<file path="src/aer_config.svh">
`ifndef AER_CONFIG_SVH
`define AER_CONFIG_SVH

// pixel array geometry
`define AER_ARRAY_SIZE      8
`define AER_GROUP_SIZE      2
`define AER_GROUPS_PER_SIDE 4
`define AER_NUM_GROUPS      16

// each pixel has an on line and an off line
`define AER_POLARITY        2
`define AER_ADDR_W          3

`define AER_FIFO_DEPTH      8

`endif
</file>
<file path="src/aer_pkg.sv">
`include "aer_config.svh"

package aer_pkg;

    typedef enum logic [1:0] {
        LVL_IDLE,
        LVL_SERVE,
        LVL_RELEASE
    } lvl_state_e;

    typedef enum logic {
        L1_SCAN,
        L1_HOLD
    } l1_state_e;

    // decoded from wishbone address bit 2
    typedef enum logic {
        REG_STATUS = 1'b0,
        REG_EVENT  = 1'b1
    } wb_reg_e;

    typedef struct packed {
        logic [`AER_ADDR_W-1:0]   x;
        logic [`AER_ADDR_W-1:0]   y;
        logic [`AER_POLARITY-1:0] pol;    // bit 0 on, bit 1 off
    } aer_event_t;

endpackage

</file>
<file path="src/aer_readout_top.sv">
`timescale 1ns/1ps
`include "aer_config.svh"

module aer_readout_top (
    input  logic clk_i,
    input  logic rst_i,
    input  logic [`AER_ARRAY_SIZE-1:0][`AER_ARRAY_SIZE-1:0][`AER_POLARITY-1:0] evt_i,
    input  logic wb_cyc_i,
    input  logic wb_stb_i,
    input  logic wb_we_i,
    input  logic [2:0] wb_adr_i,
    input  logic [31:0] wb_dat_i,
    output logic [31:0] wb_dat_o,
    output logic wb_ack_o
);

    localparam int AS  = `AER_ARRAY_SIZE;
    localparam int GPS = `AER_GROUPS_PER_SIDE;

    logic [AS-1:0][AS-1:0][`AER_POLARITY-1:0] pend;
    logic [AS-1:0][AS-1:0] gnt_pix;
    logic [GPS-1:0][GPS-1:0] grp_req;
    logic [GPS-1:0][GPS-1:0] gnt_top;
    logic [$clog2(`AER_NUM_GROUPS)-1:0] grp_idx;
    logic [$clog2(`AER_GROUP_SIZE)-1:0] x_add;
    logic [$clog2(`AER_GROUP_SIZE)-1:0] y_add;
    logic grp_release;
    logic active;
    logic stall;
    aer_pkg::aer_event_t evt_word;
    logic evt_valid;

    pixel_event_latch u_pixel_event_latch (
        .clk_i  (clk_i),
        .rst_i  (rst_i),
        .evt_i  (evt_i),
        .gnt_i  (gnt_pix),
        .pend_o (pend)
    );

    pixel_groups_l0 u_pixel_groups_l0 (
        .clk_i         (clk_i),
        .rst_i         (rst_i),
        .set_i         (pend),
        .gnt_top_i     (gnt_top),
        .req_o         (grp_req),
        .gnt_o_0       (gnt_pix),
        .grp_release_o (grp_release),
        .x_add_o       (x_add),
        .y_add_o       (y_add),
        .active_o      (active)
    );

    group_arbiter_l1 u_group_arbiter_l1 (
        .clk_i         (clk_i),
        .rst_i         (rst_i),
        .req_i         (grp_req),
        .grp_release_i (grp_release),
        .stall_i       (stall),
        .gnt_top_o     (gnt_top),
        .grp_idx_o     (grp_idx)
    );

    aer_event_encoder u_aer_event_encoder (
        .clk_i       (clk_i),
        .rst_i       (rst_i),
        .active_i    (active),
        .grp_idx_i   (grp_idx),
        .x_add_i     (x_add),
        .y_add_i     (y_add),
        .pend_i      (pend),
        .evt_o       (evt_word),
        .evt_valid_o (evt_valid)
    );

    wb_event_port u_wb_event_port (
        .clk_i       (clk_i),
        .rst_i       (rst_i),
        .evt_i       (evt_word),
        .evt_valid_i (evt_valid),
        .stall_o     (stall),
        .wb_cyc_i    (wb_cyc_i),
        .wb_stb_i    (wb_stb_i),
        .wb_we_i     (wb_we_i),
        .wb_adr_i    (wb_adr_i),
        .wb_dat_i    (wb_dat_i),
        .wb_dat_o    (wb_dat_o),
        .wb_ack_o    (wb_ack_o)
    );

endmodule

</file>
<file path="src/wb_event_port.sv">
`timescale 1ns/1ps
`include "aer_config.svh"

module wb_event_port (
    input  logic clk_i,
    input  logic rst_i,
    input  aer_pkg::aer_event_t evt_i,
    input  logic evt_valid_i,
    output logic stall_o,
    input  logic wb_cyc_i,
    input  logic wb_stb_i,
    input  logic wb_we_i,
    input  logic [2:0] wb_adr_i,
    input  logic [31:0] wb_dat_i,
    output logic [31:0] wb_dat_o,
    output logic wb_ack_o
);
    import aer_pkg::*;

    localparam int DEPTH = `AER_FIFO_DEPTH;
    localparam int PW    = $clog2(DEPTH);

    aer_event_t mem [DEPTH];
    logic [PW-1:0] wr_ptr;
    logic [PW-1:0] rd_ptr;
    logic [PW:0] count;
    logic empty;
    logic full;
    logic bus_req;
    logic pop;
    wb_reg_e reg_sel;

    //----------------------------------------------------------------------
    // event FIFO
    //----------------------------------------------------------------------
    assign empty = (count == '0);
    assign full  = (count == (PW+1)'(DEPTH));

    // two free slots cover one grant in flight plus the encoder register
    assign stall_o = (count > (PW+1)'(DEPTH - 2));

    always_ff @(posedge clk_i) begin
        if (evt_valid_i) begin
            mem[wr_ptr] <= evt_i;
        end
    end

    always_ff @(posedge clk_i) begin
        if (rst_i) begin
            wr_ptr <= '0;
            rd_ptr <= '0;
            count  <= '0;
        end else begin
            if (evt_valid_i) wr_ptr <= wr_ptr + 1'b1;
            if (pop) rd_ptr <= rd_ptr + 1'b1;
            count <= count + (PW+1)'(evt_valid_i) - (PW+1)'(pop);
        end
    end

    //----------------------------------------------------------------------
    // wishbone classic slave
    //----------------------------------------------------------------------
    assign bus_req = wb_cyc_i && wb_stb_i && !wb_ack_o;
    assign reg_sel = wb_reg_e'(wb_adr_i[2]);
    assign pop     = bus_req && !wb_we_i && (reg_sel == REG_EVENT) && !empty;

    always_ff @(posedge clk_i) begin
        if (rst_i) begin
            wb_ack_o <= 1'b0;
        end else begin
            wb_ack_o <= bus_req;    // one cycle after the request, single cycle
        end
    end

    // read data is registered with the ack, writes read back as zero
    always_ff @(posedge clk_i) begin
        wb_dat_o <= '0;
        if (bus_req && !wb_we_i) begin
            if (reg_sel == REG_STATUS) begin
                wb_dat_o[3:0] <= count;
                wb_dat_o[4]   <= empty;
                wb_dat_o[5]   <= full;
            end else if (!empty) begin
                wb_dat_o[7:0] <= mem[rd_ptr];
                wb_dat_o[8]   <= 1'b1;
            end
        end
    end

endmodule

</file>
<file path="src/aer_event_encoder.sv">
`timescale 1ns/1ps
`include "aer_config.svh"

module aer_event_encoder (
    input  logic clk_i,
    input  logic rst_i,
    input  logic active_i,
    input  logic [$clog2(`AER_NUM_GROUPS)-1:0] grp_idx_i,
    input  logic [$clog2(`AER_GROUP_SIZE)-1:0] x_add_i,
    input  logic [$clog2(`AER_GROUP_SIZE)-1:0] y_add_i,
    input  logic [`AER_ARRAY_SIZE-1:0][`AER_ARRAY_SIZE-1:0][`AER_POLARITY-1:0] pend_i,
    output aer_pkg::aer_event_t evt_o,
    output logic evt_valid_o
);

    localparam int GW = $clog2(`AER_GROUPS_PER_SIDE);

    logic [GW-1:0] grp_col;
    logic [GW-1:0] grp_row;
    logic [`AER_ADDR_W-1:0] pix_x;
    logic [`AER_ADDR_W-1:0] pix_y;

    assign grp_col = grp_idx_i[GW-1:0];
    assign grp_row = grp_idx_i[2*GW-1:GW];

    // group side is a power of two, so base times size plus offset is a concatenation
    assign pix_x = {grp_col, x_add_i};
    assign pix_y = {grp_row, y_add_i};

    always_ff @(posedge clk_i) begin
        evt_o.x   <= pix_x;
        evt_o.y   <= pix_y;
        evt_o.pol <= pend_i[pix_y][pix_x];    // flags are still set during the grant cycle
    end

    always_ff @(posedge clk_i) begin
        if (rst_i) begin
            evt_valid_o <= 1'b0;
        end else begin
            evt_valid_o <= active_i;
        end
    end

endmodule

</file>
<file path="src/group_arbiter_l1.sv">
`timescale 1ns/1ps
`include "aer_config.svh"

module group_arbiter_l1 (
    input  logic clk_i,
    input  logic rst_i,
    input  logic [`AER_GROUPS_PER_SIDE-1:0][`AER_GROUPS_PER_SIDE-1:0] req_i,
    input  logic grp_release_i,
    input  logic stall_i,
    output logic [`AER_GROUPS_PER_SIDE-1:0][`AER_GROUPS_PER_SIDE-1:0] gnt_top_o,
    output logic [$clog2(`AER_NUM_GROUPS)-1:0] grp_idx_o
);
    import aer_pkg::*;

    localparam int NG = `AER_NUM_GROUPS;
    localparam int IW = $clog2(NG);

    l1_state_e state_q;
    logic [IW-1:0] last_q;
    logic [IW-1:0] grp_q;
    logic [IW-1:0] cand;
    logic [IW-1:0] next_grp;
    logic [NG-1:0] req_flat;
    logic any_req;

    assign req_flat = req_i;    // bit index is row * 4 + col

    // search starts just after the last served group and wraps around
    always_comb begin
        any_req  = 1'b0;
        next_grp = '0;
        cand     = last_q;
        for (int k = 0; k < NG; k++) begin
            cand = cand + 1'b1;
            if (req_flat[cand] && !any_req) begin
                any_req  = 1'b1;
                next_grp = cand;
            end
        end
    end

    always_ff @(posedge clk_i) begin
        if (rst_i) begin
            state_q <= L1_SCAN;
            last_q  <= IW'(NG - 1);    // first scan begins at group 0
            grp_q   <= '0;
        end else begin
            case (state_q)
                L1_SCAN: begin
                    if (any_req) begin
                        state_q <= L1_HOLD;
                        grp_q   <= next_grp;
                        last_q  <= next_grp;
                    end
                end
                L1_HOLD: if (grp_release_i) state_q <= L1_SCAN;
                default: state_q <= L1_SCAN;
            endcase
        end
    end

    // stall only masks the enable, the hold state is kept
    assign gnt_top_o = (state_q == L1_HOLD && !stall_i) ? NG'(1) << grp_q : '0;
    assign grp_idx_o = grp_q;

endmodule

</file>
<file path="src/pixel_groups_l0.sv">
`timescale 1ns/1ps
`include "aer_config.svh"

module pixel_groups_l0 (
    input  logic clk_i,
    input  logic rst_i,
    input  logic [`AER_ARRAY_SIZE-1:0][`AER_ARRAY_SIZE-1:0][`AER_POLARITY-1:0] set_i,
    input  logic [`AER_GROUPS_PER_SIDE-1:0][`AER_GROUPS_PER_SIDE-1:0] gnt_top_i,
    output logic [`AER_GROUPS_PER_SIDE-1:0][`AER_GROUPS_PER_SIDE-1:0] req_o,
    output logic [`AER_ARRAY_SIZE-1:0][`AER_ARRAY_SIZE-1:0] gnt_o_0,
    output logic grp_release_o,
    output logic [$clog2(`AER_GROUP_SIZE)-1:0] x_add_o,
    output logic [$clog2(`AER_GROUP_SIZE)-1:0] y_add_o,
    output logic active_o
);

    localparam int GS  = `AER_GROUP_SIZE;
    localparam int GPS = `AER_GROUPS_PER_SIDE;
    localparam int NG  = `AER_NUM_GROUPS;
    localparam int AW  = $clog2(GS);

    logic [NG-1:0][GS-1:0][GS-1:0][`AER_POLARITY-1:0] set_grp;
    logic [NG-1:0][GS-1:0][GS-1:0] gnt_grp;
    logic [NG-1:0][AW-1:0] x_add_grp;
    logic [NG-1:0][AW-1:0] y_add_grp;
    logic [NG-1:0] active_grp;
    logic [NG-1:0] release_grp;

    // group g covers rows (g / GPS) * GS and columns (g % GPS) * GS onward
    for (genvar g = 0; g < NG; g++) begin : groups
        for (genvar r = 0; r < GS; r++) begin : rows
            for (genvar c = 0; c < GS; c++) begin : cols
                assign set_grp[g][r][c] = set_i[(g / GPS) * GS + r][(g % GPS) * GS + c];
                assign gnt_o_0[(g / GPS) * GS + r][(g % GPS) * GS + c] = gnt_grp[g][r][c];
            end
        end

        pixel_level #(
            .GROUP_SIZE(GS)
        ) u_pixel_level (
            .clk_i         (clk_i),
            .rst_i         (rst_i),
            .enable_i      (gnt_top_i[g / GPS][g % GPS]),
            .req_i         (set_grp[g]),
            .req_o         (req_o[g / GPS][g % GPS]),
            .gnt_o         (gnt_grp[g]),
            .x_add_o       (x_add_grp[g]),
            .y_add_o       (y_add_grp[g]),
            .active_o      (active_grp[g]),
            .grp_release_o (release_grp[g])
        );
    end

    // at most one group is enabled, so a plain OR of the masked terms is enough
    always_comb begin
        x_add_o       = '0;
        y_add_o       = '0;
        active_o      = 1'b0;
        grp_release_o = 1'b0;
        for (int g = 0; g < NG; g++) begin
            if (gnt_top_i[g / GPS][g % GPS]) begin
                x_add_o       = x_add_o | x_add_grp[g];
                y_add_o       = y_add_o | y_add_grp[g];
                active_o      = active_o | active_grp[g];
                grp_release_o = grp_release_o | release_grp[g];
            end
        end
    end

endmodule

</file>
<file path="src/pixel_level.sv">
`timescale 1ns/1ps
`include "aer_config.svh"

module pixel_level #(
    parameter int GROUP_SIZE = 2
) (
    input  logic clk_i,
    input  logic rst_i,
    input  logic enable_i,
    input  logic [GROUP_SIZE-1:0][GROUP_SIZE-1:0][`AER_POLARITY-1:0] req_i,
    output logic req_o,
    output logic [GROUP_SIZE-1:0][GROUP_SIZE-1:0] gnt_o,
    output logic [$clog2(GROUP_SIZE)-1:0] x_add_o,
    output logic [$clog2(GROUP_SIZE)-1:0] y_add_o,
    output logic active_o,
    output logic grp_release_o
);
    import aer_pkg::*;

    localparam int AW = $clog2(GROUP_SIZE);

    lvl_state_e state_q;
    lvl_state_e state_d;
    logic [GROUP_SIZE-1:0][GROUP_SIZE-1:0] pix_req;
    logic found;
    logic [AW-1:0] sel_x;
    logic [AW-1:0] sel_y;

    // first pending pixel in row-major order
    always_comb begin
        found = 1'b0;
        sel_x = '0;
        sel_y = '0;
        for (int r = 0; r < GROUP_SIZE; r++) begin
            for (int c = 0; c < GROUP_SIZE; c++) begin
                pix_req[r][c] = |req_i[r][c];
                if (pix_req[r][c] && !found) begin
                    found = 1'b1;
                    sel_y = AW'(r);
                    sel_x = AW'(c);
                end
            end
        end
    end

    assign req_o         = |pix_req;
    assign active_o      = (state_q == LVL_SERVE) && enable_i && found;
    assign grp_release_o = (state_q == LVL_RELEASE);
    assign x_add_o       = sel_x;
    assign y_add_o       = sel_y;

    always_comb begin
        gnt_o = '0;
        if (active_o) begin
            gnt_o[sel_y][sel_x] = 1'b1;
        end
    end

    //----------------------------------------------------------------------
    // group FSM
    //----------------------------------------------------------------------
    always_comb begin
        state_d = state_q;
        case (state_q)
            LVL_IDLE:    if (enable_i) state_d = LVL_SERVE;
            LVL_SERVE:   if (enable_i && !found) state_d = LVL_RELEASE;  // stall keeps us here
            LVL_RELEASE: state_d = LVL_IDLE;
            default:     state_d = LVL_IDLE;
        endcase
    end

    always_ff @(posedge clk_i) begin
        if (rst_i) begin
            state_q <= LVL_IDLE;
        end else begin
            state_q <= state_d;
        end
    end

endmodule

</file>
<file path="src/pixel_event_latch.sv">
`timescale 1ns/1ps
`include "aer_config.svh"

module pixel_event_latch (
    input  logic clk_i,
    input  logic rst_i,
    input  logic [`AER_ARRAY_SIZE-1:0][`AER_ARRAY_SIZE-1:0][`AER_POLARITY-1:0] evt_i,
    input  logic [`AER_ARRAY_SIZE-1:0][`AER_ARRAY_SIZE-1:0]                     gnt_i,
    output logic [`AER_ARRAY_SIZE-1:0][`AER_ARRAY_SIZE-1:0][`AER_POLARITY-1:0] pend_o
);

    // a grant clears both polarity flags, a fresh event in the same cycle is kept
    always_ff @(posedge clk_i) begin
        if (rst_i) begin
            pend_o <= '0;
        end else begin
            for (int r = 0; r < `AER_ARRAY_SIZE; r++) begin
                for (int c = 0; c < `AER_ARRAY_SIZE; c++) begin
                    pend_o[r][c] <= (pend_o[r][c] & ~{`AER_POLARITY{gnt_i[r][c]}})
                                    | evt_i[r][c];
                end
            end
        end
    end

endmodule

</file>
<file path="config.mk">
export PLATFORM = sky130hd
export DESIGN_NAME = aer_readout_top
export DESIGN_NICKNAME = d
export VERILOG_FILES = /design/src/aer_pkg.sv /design/src/aer_readout_top.sv /design/src/wb_event_port.sv /design/src/aer_event_encoder.sv /design/src/group_arbiter_l1.sv /design/src/pixel_groups_l0.sv /design/src/pixel_level.sv /design/src/pixel_event_latch.sv
export VERILOG_INCLUDE_DIRS = /design/src
export SDC_FILE = /design/constraint.sdc
export NUM_CORES = 1
export LEC_CHECK = 0
export BUFFER_PORTS_ARGS = -buffer_cell sky130_fd_sc_hd__buf_2
export CORE_ASPECT_RATIO = 1.25
export CORE_MARGIN = 4
export CORE_UTILIZATION = 40
export DETAILED_ROUTE_END_ITERATION = 10
export PLACE_DENSITY_LB_ADDON = 0.12
export SYNTH_ARGS = -nofsm -noshare
export SYNTH_HDL_FRONTEND = slang
export SYNTH_SLANG_ARGS = --single-unit
</file>
<file path="constraint.sdc">
create_clock -name clk_i -period 5.4 [get_ports clk_i]
set_input_delay 0.81 -clock clk_i [delete_from_list [all_inputs] [get_ports clk_i]]
set_output_delay 0.81 -clock clk_i [all_outputs]
set_load 0.01 [all_outputs]
</file>
# Yosys cells after proc, flatten, opt, wreduce, memory -nomap -nowiden
# Memory sizes are Yosys's and may differ from the RTL's. A register that Yosys moved wholly into a read port is not among the register bits.
# Cells that the tools add are included.
[word_totals]
ff_bits = 198
ram_bits = 64
input_bits = 168
mem_count = 1
[mem_list]
columns = ["name", "depth", "width", "rd", "rd_ports_with_merged_regs", "wr", "line_no", "text"]
rows = [
  ["u_wb_event_port.mem", 8, 8, 1, 1, 1, "wb_event_port.sv:23", "aer_event_t mem [DEPTH];"],
]
[op_classes]
n_addsub = 20
order_cmp = 83
eq_ne = 65
shift = 1
muxes = 414
n_bitwise = 255
reduce_logical = 348
[op_table]
columns = ["operator", "count"]
rows = [
  ["$mux W1", 260],
  ["$logic_and A1 B1 Y1", 149],
  ["$and A2 B2 Y2", 64],
  ["$mux W4", 32],
  ["$not A2 Y2", 64],
  ["$or A2 B2 Y2", 64],
  ["$reduce_or A2 Y1", 64],
  ["$reduce_or A8 Y1", 16],
  ["$mux W2", 49],
  ["$logic_not A1 Y1", 83],
  ["$lt A4 B5 Y1 const B", 16],
  ["$add A4 B1 Y4 const B", 16],
  ["$bmux W1 S4", 16],
  ["$lt A1 B2 Y1 const B", 32],
  ["$pmux W2 S2", 16],
  ["$or A1 B1 Y1", 60],
  ["$bmux W16 S3", 1],
  ["$reduce_and A2 Y1", 18],
  ["$demux W2 S1", 16],
  ["$eq A2 B1 Y1 const B", 16],
  ["$eq A2 B2 Y1 const B", 16],
  ["$ge A1 B1 Y1 const B", 32],
  ["$logic_not A2 Y1", 16],
  ["$mux W16", 2],
  ["other kinds (18)", 68],
]

# Depth between registers and ports, before layout
# Gate-level depths: netlist (run 1).
[logic_depth]
depth_word = 51
depth_mapped = 21
ltp_nobuf = 14

# Hierarchy
# From an unflattened synthesis (run 1), not the netlist that was laid out.
[hier_totals]
cells_unflattened = 1642
hier_area_um2 = 15726.3
[by_module_without_submodules]
columns = ["mod", "instances", "cells_each", "area_each_um2"]
rows = [
  ["pixel_event_latch", 1, 526, 4638.2],
  ["wb_event_port", 1, 221, 3558.4],
  ["group_arbiter_l1", 1, 392, 3067.9],
  ["pixel_level", 16, 23, 177.7],
  ["aer_event_encoder", 1, 99, 1295.0],
  ["pixel_groups_l0", 1, 36, 324.1],
]

# Worst setup path after synthesis (run 1)
# Ideal clock, no wire load.
[synth_path]
kind = "register -> register"
from = "register u_group_arbiter_l1.last_q[0]"
to = "register u_group_arbiter_l1.grp_q[1], in the netlist u_group_arbiter_l1.grp_idx_o[1]"
setup_ns = 0.116
arrival_time_ns = 4.934
setup_slack_ns = 0.350
path_stages_with_launch = 18
period_less_slack_ns = 5.050
cell_sequence = "dfxtp_1 clkbuf_1 buf_2 inv_1 clkbuf_1 buf_1 ha_1 xor3_2 buf_4 xnor2_1 mux4_2 mux2_2 a2111oi_4 nand4_4 nor4_4 nand2_2 o21a_4 o211a_1"
[synth_via]
elab_chain_len = 50
[synth_lines]
columns = ["element", "line_no", "text"]
rows = [
  ["start: declaration", "group_arbiter_l1.sv:19", "logic [IW-1:0] last_q;"],
  ["start signal: assignment", "group_arbiter_l1.sv:45", "last_q <= IW'(NG - 1);"],
  ["start signal: assignment", "group_arbiter_l1.sv:53", "last_q <= next_grp;"],
  ["$add A4 B1 Y4 *", "group_arbiter_l1.sv:34", "cand = cand + 1'b1;"],
  ["parallel branches: the longest is 49 deep, another holds $add A4 B1 Y4", "n/a", ""],
  ["end signal: assignment", "group_arbiter_l1.sv:52", "grp_q <= next_grp;"],
  ["end: declaration", "group_arbiter_l1.sv:20", "logic [IW-1:0] grp_q;"],
]
# Mark *: on every way between the ends. The select of a mux whose other input is x is not followed.
# A chain may end at the register's enable or synchronous reset.

# Final worst setup path (run 1)
[layout_path]
from = "register u_group_arbiter_l1.last_q[0]"
to = "register u_group_arbiter_l1.grp_q[2], in the netlist u_group_arbiter_l1.grp_idx_o[2]"
# Same word-level chain as after synthesis.

==> reports/metrics.cfg, run 1 <==
[timing]
finalCritPeriodShare_pct=92.5
slew_viol_final=0
fmax_mhz=200
finalHoldViolations=0
setup_violations=0
setup_tns_ns=0
timing.slew.headroom_pct=22.0
clock_skew_ns=0.0186
fin_crit_ns=4.99
tightest_slew_ns=1.17
rsz0062_at_grt=false

[die]
die_area_sq_um=39800
start_util_pct=40.5
die_y_um=222
core_area_sq_um=36200
io_pins=201
rows=78
die_w_um=179

[setup_path]
r2r_slack_ns=0.41
crit_family=compound AO/OA/AOI/OAI gates
crit_type=flip-flop to flip-flop
cp.arrival_ns=5.40
worst-path-buf-inv=1
worstPathCellList=inv_1 -> ha_1 -> xor3_2 -> a211oi_1 -> a211oi_2 -> xnor2_2 -> a311oi_1 -> a2111oi_4 -> nand4_4 -> nor4_4 -> nand2_2 -> o21ai_2 -> a211o_1 -> o32ai_2
critPathLaunchType=flip-flop
timing.rr.start=u_group_arbiter_l1.last_q[0]
r2r_cells=14
slowest_stage=xnor2_2
worst-path-max-fanout=11
critPathMaxStageDelay_ns=0.68
critPathCaptureType=flip-flop
r2r-end=u_group_arbiter_l1.grp_idx_o[2]
critPathRequiredTime_ns=5.81

[power]
power.leakage_nw=6.32
irDropWorstVdd_mv=0.650
p_per_area_nw_per_um2=659

[finish]
nets=1892
area_delta_synth_final_pct=16.3
antenna_cells=0
ff_latch_area_sq_um=5950
multi_input_area_sq_um=8240
final_core_util_pct=47.1
nFillCells=3477
drive_above_1_share_pct=22.4

[global_route]
antenna_found_initial=0
track_usage_pct=24.6
grt_max_degree=131
grt_pass1_wl_um=75500
gr-total-overflow=0
grt_pass1_vias=12800

[routing]
drt_iter0_drc=819
postRouteAntennaNets=0
drt_pass1_iterations=5
viasPerCell=5.88
vias=13000
drt-total-wl_um=49900
wire_per_inst_um=22.6
drcViolationCount=0

[yosys]
synth_area_sq_um=14700
ys_ff_latch=265
yosys_warnings=0
synth_cell_types=101
ys.flop_type=dfxtp_1
syn_area_per_cell_sq_um=9.56
synth_edf_count=64
async_flop_share_pct=0
synth-seq-area-share_pct=40.6
postSynthCellCount=1533

[place]
port_buffers=143
finalWeightedCongestion=0.992
dp_hpwl_um=38700

[clock_network]
postCtsHoldBufs=0
clk_pin_slew_ns=0.06
cts_max_level=1
clock_latency_ns=0.57
cts_root_buffer=clkbuf_16
cts_buffers=28
cts_setup_buffers=0
postCtsResizedCells=0
cts_max_path_buffers=3
tritoncts=yes
cts.sinks=265

[run]
max_cap_viol_count=0

[hold_path]
min_path_cells=0
hold_path_end=u_aer_event_encoder.evt_o[4]
hold_start=u_group_arbiter_l1.grp_idx_o[3]
hold_path.class=flip-flop to flip-flop

[run_status]
status=finished clean

[synth_stat cells (13+ instances only)]
cell / instances / area (sq um)
o21ai_0: 38 / 190
nor2_1: 249 / 935
nand3_1: 47 / 235
nand2_1: 69 / 259
or3_1: 29 / 181
or4_1: 20 / 150
mux2i_1: 47 / 470
or2_2: 14 / 87.6
ha_1: 13 / 163
nor3_1: 76 / 380
nand4_1: 16 / 100
nor4_1: 28 / 175
o311ai_0: 15 / 131
edfxtp_1: 64 / 1920
clkbuf_1: 42 / 158
xnor2_1: 16 / 140
a21oi_1: 162 / 811
mux4_2: 65 / 1460
dfxtp_1: 201 / 4020
buf_4: 25 / 188
nand2b_1: 15 / 93.8
nand3b_1: 29 / 218
inv_1: 25 / 93.8
[kinds of logic after synthesis]
| kind of cell | Yosys count | share of synthesized area [%] |
|---|---|---|
| XOR/XNOR | 39 | 3.29 |
| buffers and inverters | 117 | 3.78 |
| flip-flops | 265 | 40.6 |
| AND/OR/NAND/NOR | 646 | 22.5 |
| other | 1 | 0.0256 |
| adder cells (fa/ha/maj) | 14 | 1.25 |
| AO/OA/AOI/OAI | 328 | 14.4 |
| multiplexers | 123 | 14.2 |
[where the power goes]
| part | leakage [nW] | internal, mW | switching [mW] |
|---|---|---|---|
| clock | 0.432 | 1.04 | 0.827 |
| combinational | 3.64 | 2.75 | 4.20 |
| sequential | 2.25 | 2.23 | 0.193 |
[sequential cells by signal, summed over array words and instances, names as in the netlist, 3 cells and up, named ones only]
register and flops:
u_wb_event_port.mem 64, u_aer_event_encoder.evt_o 8, u_pixel_groups_l0.groups.u_pixel_level.state_q 32, u_wb_event_port.wr_ptr 3, u_wb_event_port.count 4, u_group_arbiter_l1.grp_idx_o 4, u_group_arbiter_l1.last_q 4, u_wb_event_port.wb_dat_o 9
u_wb_event_port.rd_ptr 3, u_pixel_event_latch.pend_o 128
[cell usage in the layout, fill, tap and decap left out, types with 25 or more instances in the layout]
| master | count |
|---|---|
| nor4_1 | 28 |
| mux2i_1 | 47 |
| edfxtp_1 | 64 |
| buf_4 | 69 |
| clkbuf_16 | 28 |
| o21ai_0 | 38 |
| a21oi_1 | 162 |
| inv_1 | 25 |
| nand3b_1 | 29 |
| buf_2 | 142 |
| mux4_2 | 65 |
| nand2_1 | 69 |
| or3_1 | 29 |
| nor3_1 | 74 |
| dfxtp_1 | 201 |
| nand3_1 | 47 |
| nor2_1 | 249 |
[through the flow]
| step | hold slack, ns | power, mW | cells | instance area (sq um) | worst slack, ns |
|---|---|---|---|---|---|
| floorplan | 0.329 | 7.29 | 1555 | 14700 | 0.350 |
| global placement | 0.407 | 9.21 | 2160 | 16200 | 0.540 |
| detailed placement | 0.416 | 9.27 | 2160 | 16200 | 0.569 |
| CTS | 0.409 | 11.2 | 2212 | 17000 | 0.493 |
| global route | 0.435 | 11.8 | 2212 | 17000 | 0.252 |
| finish | 0.422 | 11.2 | 2212 | 17000 | 0.406 |
[cell type report]
cell class | instances | area share (%)
clock buffers | 37 | 4.43
clock inverters | 15 | 0.763
inverters | 29 | 0.639
multi-input cells | 1173 | 48.4
flip-flops and latches | 265 | 34.9
well taps | 480 | 3.52
repair buffers | 213 | 7.39
[worst max path at each step]
stage                                 start                              end  slack, ns  cells past startpoint
2_1_floorplan  u_group_arbiter_l1.last_q[0]  u_group_arbiter_l1.grp_idx_o[1]       0.35                     17
3_3_place_gp   u_group_arbiter_l1.last_q[0]     u_group_arbiter_l1.last_q[3]       0.54                     14
3_5_place_dp   u_group_arbiter_l1.last_q[0]  u_group_arbiter_l1.grp_idx_o[2]       0.57                     14
4_1_cts        u_group_arbiter_l1.last_q[0]     u_group_arbiter_l1.last_q[3]       0.49                     14
5_1_grt        u_group_arbiter_l1.last_q[0]  u_group_arbiter_l1.grp_idx_o[2]       0.25                     14
6_report       u_group_arbiter_l1.last_q[0]  u_group_arbiter_l1.grp_idx_o[2]       0.41                     14
[layer usage]
layer	wire [um]	up-vias	track usage [%]
met5	0	-	0
met4	3860	0	15.5
met3	2730	158	3.77
met2	24100	468	41.0
met1	19200	6264	29.4
li1	-	6107	-
Power figures use the tool's default switching activity.
==> run 2: changes to the inputs <==
--- a/config.mk
+++ b/config.mk
@@ -11,7 +11,7 @@
 export CORE_MARGIN = 4
 export CORE_UTILIZATION = 40
 export DETAILED_ROUTE_END_ITERATION = 10
-export PLACE_DENSITY_LB_ADDON = 0.12
+export PLACE_DENSITY = 0.68
 export SYNTH_ARGS = -nofsm -noshare
 export SYNTH_HDL_FRONTEND = slang
 export SYNTH_SLANG_ARGS = --single-unit
==> reports/metrics.cfg, run 2 (same netlist as run 1, synthesis figures left out) <==
[die]
io_pins=201
core_area_sq_um=36200
start_util_pct=40.5
die_area_sq_um=39800
die_y_um=222
die_w_um=179
rows=78

[routing]
drt-total-wl_um=47200
vias=13000
drt_pass1_iterations=5
postRouteAntennaNets=0
wire_per_inst_um=21.5
drcViolationCount=0
drt_iter0_drc=1179
viasPerCell=5.91

[hold_path]
hold_start=u_wb_event_port.wb_ack_o
hold_path_end=u_wb_event_port.wb_ack_o
min_path_cells=1
hold_path.class=flip-flop to flip-flop

[setup_path]
worst-path-max-fanout=7
worst-path-buf-inv=0
crit_family=compound AO/OA/AOI/OAI gates
critPathMaxStageDelay_ns=0.71
cp.arrival_ns=5.27
slowest_stage=nor4_1
r2r_slack_ns=0.55
r2r_cells=12
worstPathCellList=nor4_1 -> nand2_1 -> mux4_2 -> a211oi_1 -> mux2i_2 -> a2111oi_4 -> nand4_4 -> or2_1 -> a31oi_1 -> a41oi_1 -> a2111oi_1 -> o21ai_1
critPathRequiredTime_ns=5.83
critPathCaptureType=flip-flop
timing.rr.start=u_pixel_event_latch.pend_o[65]
crit_type=flip-flop to flip-flop
r2r-end=u_group_arbiter_l1.last_q[3]
critPathLaunchType=flip-flop

[clock_network]
clock_latency_ns=0.56
cts_max_path_buffers=3
tritoncts=yes
postCtsHoldBufs=0
cts_root_buffer=clkbuf_16
cts.sinks=265
cts_setup_buffers=0
cts_max_level=1
clk_pin_slew_ns=0.06
cts_buffers=27
postCtsResizedCells=0

[place]
dpl_cell_area_sq_um=16100
port_buffers=143
dp_cells=2149
finalWeightedCongestion=1.00
dp_hpwl_um=36500
dpl_worst_slack_ns=0.596

[finish]
antenna_cells=0
final_cell_mix=nor2_1 (249), dfxtp_1 (201), a21oi_1 (162)
nets=1880
final_core_util_pct=47.0
drive_above_1_share_pct=22.2
area_delta_synth_final_pct=16.0
largest_reg_flops=128
nFillCells=3386
largest_register=u_pixel_event_latch.pend_o
mostFrequentLayoutCell=nor2_1
stdcell_count=2198
reg_top3=u_pixel_event_latch.pend_o (128), u_wb_event_port.mem (64), u_pixel_groups_l0.groups.u_pixel_level.state_q (32)
fin_area_sq_um=17000

[timing]
timing.slew.headroom_pct=-5.94
setup_violations=0
fin_ws_ns=0.553
slew_viol_final=2
fmax_mhz=206
fin_crit_ns=4.85
clock_skew_ns=0.0101
setup_tns_ns=0
tightest_slew_ns=1.57
rsz0062_at_grt=false
whs_ns=0.431
finalCritPeriodShare_pct=89.8
finalHoldViolations=0

[global_route]
antenna_found_initial=0
track_usage_pct=23.2
gr-total-overflow=0
grt_max_degree=102
grt_pass1_vias=12500
grt_pass1_wl_um=72100

[run]
max_cap_viol_count=1

[power]
irDropWorstVdd_mv=0.618
p_per_area_nw_per_um2=661
total_power_mw=11.2
power.leakage_nw=6.28

[run_status]
status=finished with violations
violations=max-capacitance violations, max-slew violations

-- run 2: changes by cell type in the layout (fill, tap and decap cells not counted), sizes merged --
cell / before / now
clkinv: 14 / 7
buf: 213 / 202
bufinv: 1 / 2
clkinvlp: 1 / 3
clkbuf: 37 / 38
-- run 2: power by group --
| part | total (mW) | leakage [nW] | switching, mW | internal, mW |
|---|---|---|---|---|
| clock network | 1.94 | 0.453 | 0.810 | 1.13 |
| registers | 2.43 | 2.25 | 0.206 | 2.22 |
| logic | 6.86 | 3.58 | 4.15 | 2.71 |
| total | 11.2 | 6.28 | 5.17 | 6.06 |
-- run 2: how the worst max path moves through the flow --
stage,start,end,slack [ns],cells after the start
after floorplan,u_group_arbiter_l1.last_q[0],u_group_arbiter_l1.grp_idx_o[1],0.35,17
after global placement,u_group_arbiter_l1.last_q[0],u_group_arbiter_l1.last_q[3],0.63,16
after detailed placement,u_group_arbiter_l1.last_q[2],u_group_arbiter_l1.last_q[3],0.60,13
after CTS,u_group_arbiter_l1.last_q[2],u_group_arbiter_l1.last_q[3],0.57,13
after global routing,u_group_arbiter_l1.last_q[0],u_group_arbiter_l1.last_q[3],0.30,14
final,u_pixel_event_latch.pend_o[65],u_group_arbiter_l1.last_q[3],0.55,12
-- run 2: layout make-up --
class	count	area [sq um]	share of cell area, %
Clock inverter	11	133	0.780
Clock buffer	38	797	4.69
Inverter	29	109	0.640
Tap cell	480	601	3.53
Multi-Input combinational cell	1173	8240	48.5
Timing Repair Buffer	202	1180	6.93
Sequential cell	265	5950	35.0
-- run 2: metal layers --
layer / track usage, % / part of all wire, % / vias up
li1: - / - / 6076
met1: 27.3 / 37 / 6190
met2: 38.4 / 48 / 560
met3: 3.21 / 5.7 / 171
met4: 16.4 / 8.8 / 0
met5: 0 / 0 / -
-- run 2: worst register-to-register path: cells and delay by family (launching register included) --
| family | cells | cell delay [ns] |
|---|---|---|
| AOI/OAI and AO/OA | 6 | 2.03 |
| DFF | 1 | 0.35 |
| muxes | 2 | 0.79 |
| and+or+nand+nor | 4 | 1.52 |
